### src/common/rv_isa_pkg.sv
package rv_isa_pkg;

   localparam int XLEN = 32;

   // load and store access size.
   typedef enum logic [1:0] {
      width_byte = 2'd0,
      width_half = 2'd1,
      width_word = 2'd2
   } width_e;

   // jump condition, tested against alu result bit 0.
   typedef enum logic [1:0] {
      jump_none      = 2'd0,
      jump_always    = 2'd1,
      jump_lsb_set   = 2'd2,
      jump_lsb_clear = 2'd3
   } jump_cond_e;

   // mcause style codes, bit 4 marks an interrupt.
   typedef enum logic [4:0] {
      cause_ins_misalign   = 5'd0,
      cause_ins_illegal    = 5'd2,
      cause_breakpoint     = 5'd3,
      cause_load_misalign  = 5'd4,
      cause_store_misalign = 5'd6,
      cause_ecall          = 5'd11,
      cause_external_int   = 5'd27
   } trap_cause_e;

endpackage
### src/common/mb_stage_pkg.sv
package mb_stage_pkg;
   import rv_isa_pkg::*;

   localparam int DMEM_WORDS = 2048;
   localparam int DMEM_AW    = 11;

   // execute results for one instruction.
   typedef struct packed {
      logic            ins_misalign;
      logic            ins_illegal;
      logic            ecall;
      logic            ebreak;
      logic            trap_return;
      logic [XLEN-1:0] mtvec;
      logic [XLEN-1:0] mepc;
      logic [XLEN-1:0] pc;
      logic [XLEN-1:0] imm;
      logic [XLEN-1:0] rs1;
      logic [XLEN-1:0] rs2;
      logic [XLEN-1:0] alu_y;
      width_e          width;
      logic            zero_ext;
      logic            read;
      logic            write;
      logic            base_src;
      jump_cond_e      cond;
   } ex_mb_t;

   // redirect record to fetch.
   typedef struct packed {
      logic [XLEN-1:0] target;
      logic            branch_taken;
      logic            trap_taken;
      trap_cause_e     trap_src;
   } redirect_t;

   // write-back load result, one cycle after the read.
   typedef struct packed {
      logic [XLEN-1:0] data;
      logic            valid;
   } load_t;

   typedef struct packed {
      logic load_misalign;
      logic store_misalign;
   } mem_fault_t;

   typedef struct packed {
      logic [XLEN-1:0] target;
      logic            taken;
   } branch_t;

endpackage

### src/branch_resolve.sv
`timescale 1ns/1ps

module branch_resolve
   import rv_isa_pkg::*;
   import mb_stage_pkg::*;
(
   input  logic    pipe_flush,
   input  ex_mb_t  ex,
   output branch_t branch
);

   logic [31:0] base;
   logic [31:0] sum;
   logic        cond_hold;

   // base_src set means register-relative.
   assign base = ex.base_src ? ex.rs1 : ex.pc;
   assign sum  = base + ex.imm;

   always_comb begin
      case (ex.cond)
         jump_always:    cond_hold = 1'b1;
         jump_lsb_set:   cond_hold = ex.alu_y[0];
         jump_lsb_clear: cond_hold = !ex.alu_y[0];
         default:        cond_hold = 1'b0;
      endcase
   end

   assign branch.target = {sum[31:1], 1'b0};
   assign branch.taken  = cond_hold && !pipe_flush;

endmodule

### config.mk
export PLATFORM = sky130hd
export DESIGN_NAME = branch_resolve
export DESIGN_NICKNAME = d
export VERILOG_FILES = /design/src/common/rv_isa_pkg.sv /design/src/common/mb_stage_pkg.sv /design/src/branch_resolve.sv
export SDC_FILE = /design/constraint.sdc
export NUM_CORES = 1
export LEC_CHECK = 0
export ABC_AREA = 1
export BUFFER_PORTS_ARGS = -buffer_cell sky130_fd_sc_hd__clkbuf_2
export CAP_MARGIN = 20
export CORE_AREA = 2 2 104 106
export DETAILED_ROUTE_END_ITERATION = 7
export DIE_AREA = 0 0 106 108
export PLACE_DENSITY = 0.67
export SLEW_MARGIN = 20
export SYNTH_ARGS = -nofsm -noshare
export SYNTH_HDL_FRONTEND = slang
export SYNTH_SLANG_ARGS = --single-unit
### constraint.sdc
create_clock -name vclk -period 2.5
set_input_delay 0.375 -clock vclk [all_inputs]
set_output_delay 0.375 -clock vclk [all_outputs]
set_load 0.02 [all_outputs]
Word level (Yosys, flattened, before mapping)
Cells that the tools add are included.
Operators by class
  muxes and demuxes: 2
  add/sub/neg operators: 1
  reductions and logical operators: 3
  eq/ne operators: 3
Operator list (count)
  $add 32x32->32: 1
  $mux 32: 1
  $eq 2x2->1 const B: 2
  $pmux 1 s3: 1
  $eq 2x1->1 const B: 1
  $logic_not 1->1: 2
  $logic_and 1x1->1: 1
Storage, ports and cells
  input bits: 238
  bits in registers: 0
  output and inout port bits: 33

Depth between registers and ports, before layout
  word-level depth: 3
  gate-level depth with buffers: 18

Worst setup path before layout
OpenSTA, ideal clock, no wires.
  path kind: input -> output
  start: input ex[2] (netlist bit)
  end: output branch[17] (netlist bit)
  path slack: -0.141 ns
  stages on the path: 14
  data arrival time: 2.266 ns
  path buffers: 2
  required time: 2.125 ns
  path through: buf_6 inv_4 clkbuf_1 nand2_1 nand2_1 fa_1 nand2_1 nand2_1 nand2_2 inv_1 nand3_1 nand3_2 a21oi_1 xor2_1
RTL lines
  start: declaration: line branch_resolve.sv:8  | input ex_mb_t ex,
  end: declaration: line branch_resolve.sv:9  | output branch_t branch

==> flow_summary_export.csv <==
group,metric,value,unit
clock_network,ctsHoldBuffers,0,
placed_design,hpwlAfterDp,9.04,mm
synthesis,yosysUniqueCellTypes,37,
finish,final_layout_size_suffix_gt1_share,66.0,%
drt,drc,0,
drt,wl,12.7,mm
power_and_ir_drop,vdd.ir_drop.worst,0.000212,V
die,dieArea,0.0114,mm2
finish,ff_latch_area,0,um2
global_routing,grt_usage,20.4,%
synthesis,ys_seq_area_share,0,%
setup_path,critPathCaptureType,"output pin",
worst_hold_path,hold_path_class,"input port to output pin",
die,die_w,106,um
run_status,outcome,"finished with violations",
setup_path,crit_fanout,7,
finish,seq_cell_count,0,
drt,firstDrtPassIters,5,
flow_run,max_cap_viol_count,0,
finish,diodes,0,
drt,ant_nets,0,
finish,fin_util,52.7,%
placed_design,portBuffers,133,
sta,rsz0062_at_grt,"yes",
power_and_ir_drop,powerDensity,356,mW/mm2
drt,wl_per_cell,15.4,um
synthesis,syn_avg_cell_area,5.31,um2
synthesis,netlist_area,0.00252,mm2
sta,slew_violations,0,
finish,area_growth,114,%
die,start_util,24.7,%
sta,worst_slack,-0.109,ns
placed_design,post-place-cells,808,
setup_path,critPathLaunchType,"input port",
setup_path,cp_top_family,"simple AND/OR/NAND/NOR gates",
power_and_ir_drop,p_leak,2.69,nW
sta,final_hold_viol_count,0,
setup_path,path_cells,"clkbuf_16, buf_8, buf_6, nand2_2, nand2_2, ha_4, clkinvlp_4, o21bai_1, nand3_1, nand3_1, nor2_2, nand2_1, nand2_1, nand2_2, buf_6",
global_routing,grt_pass1_wl,18.8,mm
drt,vias_per_cell,4.80,
finish,nNetsFinal,960,
die,die_h,108,um
run_status,failed_checks,"setup timing",
finish,clkbuf_count,0,
drt,vias,3961,
setup_path,cp_common_cell,"nand2_2",
die,io_pins,271,
global_routing,grt_pass1_vias,3852,
setup_path,required,2.12,ns
sta,setup_viol,15,
global_routing,grt-ovfl-total,0,
setup_path,cp_num_buf_inv,5,
placed_design,gp_congestion,0.912,
global_routing,antenna_found_initial,0,
synthesis,ys_warn_count,0,
die,rows,37,
synthesis,syn_inst,475,
sta,max_freq,0.383,GHz
synthesis,synth.net_count,744,
sta,fin_crit,2.61,ns
global_routing,grt_start_max_net_pins,14,
die,core_area,0.0102,mm2
setup_path,cp_slowest_cell,"ha_4",
sta,period_share,104,%
finish,fin_cells,825,
drt,drt_iter0_drc,240,
setup_path,arrival,2.23,ns
setup_path,cpPeakStageDelay,0.29,ns
setup_path,crit_type,"input port to output pin",
[synth_stat cells]
| cell | number | area, um2 |
|---|---|---|
| nand4_1 | 4 | 25.0 |
| inv_4 | 1 | 6.26 |
| nand2_2 | 25 | 156 |
| o21ai_2 | 1 | 8.76 |
| buf_6 | 1 | 11.3 |
| nand2_1 | 194 | 728 |
| nor2_4 | 2 | 22.5 |
| o21ai_0 | 10 | 50.1 |
| buf_4 | 1 | 7.51 |
| nor3b_1 | 1 | 7.51 |
| xor2_1 | 17 | 149 |
| xnor2_1 | 2 | 17.5 |
| inv_2 | 4 | 15.0 |
| nor4_1 | 1 | 6.26 |
| nand3_2 | 3 | 30.0 |
| fa_1 | 1 | 20.0 |
| o21bai_1 | 3 | 22.5 |
| a21oi_1 | 39 | 195 |
| inv_1 | 30 | 113 |
| nor2_1 | 44 | 165 |
| a21boi_4 | 1 | 18.8 |
| a21o_1 | 4 | 30.0 |
| o21a_1 | 2 | 15.0 |
| nor3_2 | 4 | 40.0 |
| nand3b_1 | 2 | 15.0 |
| conb_1 | 1 | 3.75 |
| a21oi_2 | 1 | 8.76 |
| clkbuf_1 | 6 | 22.5 |
| nor2_2 | 2 | 12.5 |
| nand3_1 | 21 | 105 |
| o21ai_1 | 9 | 45.0 |
| nor4_2 | 2 | 25.0 |
| nand2_4 | 2 | 22.5 |
| nand2b_4 | 1 | 13.8 |
| nor3_1 | 2 | 10.0 |
| clkinv_1 | 1 | 3.75 |
| ha_1 | 30 | 375 |
[area by class of cell]
class | count | area [um2]
Fill cell | 950 | 4830
Inverter | 36 | 158
Multi-Input combinational cell | 431 | 3520
Tap cell | 136 | 170
Timing Repair Buffer | 220 | 1520
Timing Repair inverter | 2 | 25.0
[per-layer routing]
layer	GRT usage [%]	part of all wire (%)
met3	2.05	6.5
met1	28.3	46
met2	35.0	46
met4	2.91	1.8
met5	0	0
[report_power, final]
group	switching [mW]	internal (mW)	leakage, nW
registers	0	0	0
clock network	0	0	0
logic	1.05	0.870	2.69
[stage by stage]
step,total power [mW],setup slack [ns],setup TNS (ns),hold WS (ns),area (um2)
6_report,1.92,-0.109,-0.542,1.00,5400
5_1_grt,2.05,-0.222,-2.52,1.02,5400
4_1_cts,1.63,-0.0414,-0.109,1.01,4810
3_5_place_dp,1.29,-0.308,-5.24,1.00,3870
3_3_place_gp,1.29,-0.316,-5.17,1.00,3870
2_1_floorplan,0.757,0.0277,0,0.833,2540
[timing repair]
action	4_1_cts	5_1_grt
gates resized for setup	181	151
endpoints found under the setup margin	27	27
hold endpoints to repair	0	0
pin swaps	31	55
cloned	4	1
buffers inserted	5	7
[worst paths after layout]
| kind | start | end | slack (ns) | cells past startpoint |
|---|---|---|---|---|
| setup / recovery | ex[2] | branch[32] | -0.11 | 15 |
| hold / removal | pipe_flush | branch[0] | 1.00 | 3 |
[cells in the final DEF, fill, tap and decap left out, types with 8 or more instances in the layout]
master and instances:
clkbuf_2 108, buf_6 12, nor2_1 22, nand3_1 18, buf_4 87, nor2_2 12, nand2_2 69, xor2_1 13
a21oi_2 24, inv_1 26, a21oi_1 8, o21ai_2 11, nor2_4 14, a21oi_4 8, nand2_1 119, nand2_4 32
ha_4 28
[cells by family (layout without fill, tap and decap cells)]
logic type	after synthesis	count (layout)	share of synthesized area, %
other	1	1	0.149
XOR/XNOR	19	19	6.59
adder cells (fa/ha/maj)	31	31	15.7
AO/OA/AOI/OAI	70	70	15.6
buffers and inverters	44	258	7.09
AND/OR/NAND/NOR	310	310	54.9
Power figures use the tool's default switching activity.
