File: src/common/rv_isa_pkg.sv
package rv_isa_pkg;

   localparam int XLEN = 32;

   // load and store access size.
   typedef enum logic [1:0] {
      width_byte = 2'd0,
      width_half = 2'd1,
      width_word = 2'd2
   } width_e;

   // jump condition, tested against alu result bit 0.
   typedef enum logic [1:0] {
      jump_none      = 2'd0,
      jump_always    = 2'd1,
      jump_lsb_set   = 2'd2,
      jump_lsb_clear = 2'd3
   } jump_cond_e;

   // mcause style codes, bit 4 marks an interrupt.
   typedef enum logic [4:0] {
      cause_ins_misalign   = 5'd0,
      cause_ins_illegal    = 5'd2,
      cause_breakpoint     = 5'd3,
      cause_load_misalign  = 5'd4,
      cause_store_misalign = 5'd6,
      cause_ecall          = 5'd11,
      cause_external_int   = 5'd27
   } trap_cause_e;

endpackage
File: src/common/mb_stage_pkg.sv
package mb_stage_pkg;
   import rv_isa_pkg::*;

   localparam int DMEM_WORDS = 2048;
   localparam int DMEM_AW    = 11;

   // execute results for one instruction.
   typedef struct packed {
      logic            ins_misalign;
      logic            ins_illegal;
      logic            ecall;
      logic            ebreak;
      logic            trap_return;
      logic [XLEN-1:0] mtvec;
      logic [XLEN-1:0] mepc;
      logic [XLEN-1:0] pc;
      logic [XLEN-1:0] imm;
      logic [XLEN-1:0] rs1;
      logic [XLEN-1:0] rs2;
      logic [XLEN-1:0] alu_y;
      width_e          width;
      logic            zero_ext;
      logic            read;
      logic            write;
      logic            base_src;
      jump_cond_e      cond;
   } ex_mb_t;

   // redirect record to fetch.
   typedef struct packed {
      logic [XLEN-1:0] target;
      logic            branch_taken;
      logic            trap_taken;
      trap_cause_e     trap_src;
   } redirect_t;

   // write-back load result, one cycle after the read.
   typedef struct packed {
      logic [XLEN-1:0] data;
      logic            valid;
   } load_t;

   typedef struct packed {
      logic load_misalign;
      logic store_misalign;
   } mem_fault_t;

   typedef struct packed {
      logic [XLEN-1:0] target;
      logic            taken;
   } branch_t;

endpackage

File: src/trap_arbiter.sv
`timescale 1ns/1ps

module trap_arbiter
   import rv_isa_pkg::*;
   import mb_stage_pkg::*;
(
   input  logic       clk,
   input  logic       rst,
   input  logic       pipe_flush,
   input  logic       external_int,
   input  ex_mb_t     ex,
   input  mem_fault_t fault,
   input  branch_t    branch,
   output redirect_t  redirect
);

   logic        int_pending;
   logic        int_taken;
   logic        trap_taken;
   trap_cause_e cause;

   assign int_taken = int_pending && !pipe_flush;

   // taking the interrupt wins over a new request.
   always_ff @(posedge clk) begin
      if (rst) begin
         int_pending <= 1'b0;
      end else if (int_taken) begin
         int_pending <= 1'b0;
      end else if (external_int) begin
         int_pending <= 1'b1;
      end
   end

   // fixed priority, nothing counts during a flush.
   always_comb begin
      trap_taken = !pipe_flush;
      cause      = cause_ins_misalign;
      if (int_pending) begin
         cause = cause_external_int;
      end else if (ex.ins_misalign) begin
         cause = cause_ins_misalign;
      end else if (ex.ins_illegal) begin
         cause = cause_ins_illegal;
      end else if (ex.ecall) begin
         cause = cause_ecall;
      end else if (ex.ebreak) begin
         cause = cause_breakpoint;
      end else if (fault.load_misalign) begin
         cause = cause_load_misalign;
      end else if (fault.store_misalign) begin
         cause = cause_store_misalign;
      end else begin
         trap_taken = 1'b0;
      end
   end

   always_comb begin
      redirect.trap_taken = trap_taken;
      redirect.trap_src   = trap_taken ? cause : cause_ins_misalign;
      if (trap_taken) begin
         redirect.target       = ex.mtvec;
         redirect.branch_taken = 1'b0;
      end else if (ex.trap_return && !pipe_flush) begin
         redirect.target       = ex.mepc;
         redirect.branch_taken = 1'b1;
      end else begin
         redirect.target       = branch.target;
         redirect.branch_taken = branch.taken;
      end
   end

endmodule

File: config.mk
export PLATFORM = sky130hd
export DESIGN_NAME = trap_arbiter
export DESIGN_NICKNAME = d
export VERILOG_FILES = /design/src/common/rv_isa_pkg.sv /design/src/common/mb_stage_pkg.sv /design/src/trap_arbiter.sv
export SDC_FILE = /design/constraint.sdc
export NUM_CORES = 1
export LEC_CHECK = 0
export ABC_CLOCK_PERIOD_IN_PS = 1700
export BUFFER_PORTS_ARGS = -buffer_cell sky130_fd_sc_hd__buf_4
export CAP_MARGIN = 20
export CORE_AREA = 2 2 121 123
export DETAILED_ROUTE_END_ITERATION = 10
export DIE_AREA = 0 0 123 125
export PLACE_DENSITY = 0.42
export SLEW_MARGIN = 40
export SYNTH_ARGS = -nofsm -noshare
export SYNTH_HDL_FRONTEND = slang
export SYNTH_SLANG_ARGS = --single-unit
File: constraint.sdc
create_clock -name clk -period 1.7 [get_ports clk]
set_clock_uncertainty 0.1 [all_clocks]
set_input_delay 0 -clock clk [delete_from_list [all_inputs] [get_ports clk]]
set_output_delay 0 -clock clk [all_outputs]
set_load 0.01 [all_outputs]
# == Yosys cells after proc, flatten, opt, wreduce, memory -nomap -nowiden ==
# Cells that the tools add are included.
# totals
reg_bits,1
latchBits,0
ramBits,0
romBits,0
in_bits,276
word_cells,22
n_memories,0
# op_classes
addsub,0
multipliers,0
n_div,0
n_lt_le_gt_ge,0
n_eq_ne,0
shifts,0
mux,17
bitwise,0
reduce_logical,4
# ops
op,n
$mux W33,2
$mux W4,3
$mux W5,2
$mux W3,3
$mux W1,7
$logic_and A1 B1 Y1,2
$reduce_or A2 Y1,1
$logic_not A1 Y1,1

# == Longest topological paths before layout ==
# logic_depth
ltp_word,9
depth_mapped,6

# == Least setup slack after synthesis ==
# Ideal clock, no wire load.
# synth_path
path_kind,reg2out
startpoint,reg int_pending
endpoint,out redirect[11] (netlist bit)
arrival_ps,1289
required_ps,1600
setup_slack_ps,311
path_stages_with_launch,6
path_buffers,2
path_cell_list,dfxtp_1 > nor3_1 > a31o_2 > buf_6 > buf_6 > mux2_4
# synth_rtl
item,line_no,rtl
from (decl),trap_arbiter.sv:17,logic int_pending;
from (signal assigned),trap_arbiter.sv:27,int_pending <= 1'b0;
from (signal assigned),trap_arbiter.sv:29,int_pending <= 1'b0;
from (signal assigned),trap_arbiter.sv:31,int_pending <= 1'b1;
to (decl),trap_arbiter.sv:14,output redirect_t redirect

==> results_dict.tcl <==
set metrics [dict create \
    outcome "finished clean" \
    die_height_um 125 \
    setup_repair_after_global_routing_missed_its_margin "no" \
    longest_individual_stage_delay_on_the_worst_path_ns 0.35 \
    end_kind "primary output" \
    first_global_vias 1437 \
    worstHoldPathType "input pin to flip-flop" \
    vdd_drop_max_uv 116 \
    routabilityCongestion 0.718 \
    period_share 0.890 \
    element_type_at_the_critical_path_start "flip-flop" \
    postSynthNetCount 371 \
    grt.total_usage 0.0717 \
    yosys_warnings 0 \
    crit-reg2reg-launch "int_pending" \
    power_density_nw_per_um2 295 \
    placedInstanceArea_um2 2500 \
    synth_enable_flop_cells 0 \
    detailroute.via_count 1296 \
    gate_count_post_synth 95 \
    cts.hold.buffers_added 0 \
    reg2reg_slack_ns 0.81 \
    antenna-diode-count 0 \
    achievable-frequency_mhz 661 \
    finalPower_uw 737 \
    wl_per_cell_um 13.8 \
    finalCriticalPeriod_ns 1.51 \
    final_area_um2 2500 \
    synth_area_um2 1200 \
    slew_headroom 0.773 \
    ios 315 \
    ys_types 18 \
    worst_slew_pin_slew_ns 0.336 \
    crit_path_cell_trace "nor3_1 > a31o_2 > buf_12 > mux2_2 > buf_4" \
    worst_setup_hold_path_clk_slew_ns 0 \
    post-route-drc-count 0 \
    synth.ff_latch_count 1 \
    cp-startpoint "int_pending" \
    grt_overflow_total 0 \
    drive_gt1_frac 0.916 \
    finish.net_count 515 \
    vias_per_cell 3.08 \
    registers_with_the_highest_flip_flop_counts "int_pending: 1 flops" \
    postCtsSetupBuffers 0 \
    largest-register "int_pending" \
    route.antenna.remaining_nets 0 \
    dr.first_iter.drc_count 12 \
    antenna_found_initial 0 \
    cap_violations 0 \
    cp-endpoint "redirect[8]" \
    setup_viol 0 \
    grt_start_max_net_pins 19 \
    die_x_um 123 \
    worst-r2r-cell-count 3 \
    grt_pass1_wl_um 8290 \
    detailedPlacementHpwl_um 5100 \
    start_util 0.0846 \
    slowest_stage "sky130_fd_sc_hd__mux2_2" \
    timing.setup.critical_path_class "flip-flop to primary output" \
    min_from "rst" \
    number_of_flip_flops_under_the_largest_register_name 1 \
    seq_area_frac_synth 0.0167 \
    hold_viol_final 0 \
    postSynthAreaPerCell_um2 12.6 \
    drt_first_pass_iters 2 \
    dieArea_um2 15400 \
    power.static_leakage_nw 1.28 \
    layout.core_utilization 0.176 \
    max_fo_critical_path 18 \
    yosys_most_used_dff "sky130_fd_sc_hd__dfxtp_1" \
    tns_ns 0 \
    core-area_um2 14200 \
    crit_arrival_ns 1.41 \
    drt_wl_total_um 5800 \
    num_rows 44 \
    critical_path_required_ns 1.60 \
    r2r-end "int_pending" \
    synth_async_sr_flop_share 0 \
    finalMaxSlewViolations 0 \
    placement.io_buffers 146 \
    area_delta_synth_final_pct 108 \
    clk-insertion-delay-late_ns 0 \
    cts_resized 0 \
]
[stage by stage]
step                hold WS, ns  std cells  worst slack [ns]
detailed placement       0.0673        421             0.167
floorplan               -0.0571         95             0.311
global route             0.0787        421             0.104
global placement         0.0698        421             0.174
CTS                      0.0675        421             0.164
finish                   0.0638        421             0.187
[synthesized netlist by cell type (all sizes together), types with 2 or more instances]
| library cell | instances | area, um^2 |
|---|---|---|
| mux2 | 64 | 938 |
| buf | 9 | 124 |
| nor2 | 5 | 18.8 |
| a21oi | 3 | 15.0 |
| inv | 2 | 7.51 |
| nor3 | 2 | 10.0 |
| o21ai | 2 | 10.0 |
[kinds of logic after synthesis]
logic type,share of synthesized area
buffers and inverters,0.109
AND/OR/NAND/NOR,0.0438
multiplexers,0.790
AO/OA/AOI/OAI,0.0406
flip-flops,0.0167
[worst min-delay path by stage]
| stage | to | slack [ns] | cells past startpoint |
|---|---|---|---|
| final | int_pending | 0.06 | 2 |
| after global routing | int_pending | 0.08 | 2 |
| after CTS | int_pending | 0.07 | 2 |
| after detailed placement | int_pending | 0.07 | 2 |
| after global placement | int_pending | 0.07 | 2 |
| after floorplan | redirect[4] | -0.06 | 1 |
[cell type report]
type                            count  area [um^2]
Fill cell                        1593        11700
Timing Repair Buffer              151         1180
Multi-Input combinational cell     83         1050
Tap cell                          184          230
Sequential cell                     1         20.0
Inverter                            2         7.51
[cell usage in the layout, fill, tap and decap left out, drive strengths merged]
cell and n:
buf 151, nor3 2, nor2b 1, o21a 1, inv 2, nor2 5, nor4b 1, a21o 1
mux2 64, nand2b 1, o21ai 2, a21oi 3, a31o 1, mux2i 1, dfxtp 1
[report_power, final]
group          internal, mW  switching (mW)  total, mW
Clock                     0               0          0
Sequential           0.0257        0.000831     0.0265
Combinational         0.466           0.244      0.710
[metal layers]
layer	part of all wire	GRT usage	vias up
li1	-	-	637
met1	0.37	0.0801	591
met2	0.45	0.117	68
met3	0.18	0.0525	0
met4	0	0	0
met5	0	0	-
[worst max-delay path: cells and delay by family (launching register included)]
| family | cells | cell delay, ns |
|---|---|---|
| simple gates | 1 | 0.19 |
| mux | 1 | 0.35 |
| flops | 1 | 0.29 |
| buf+inv | 2 | 0.33 |
| compound gates | 1 | 0.25 |
(Power assumes the default switching activity.)
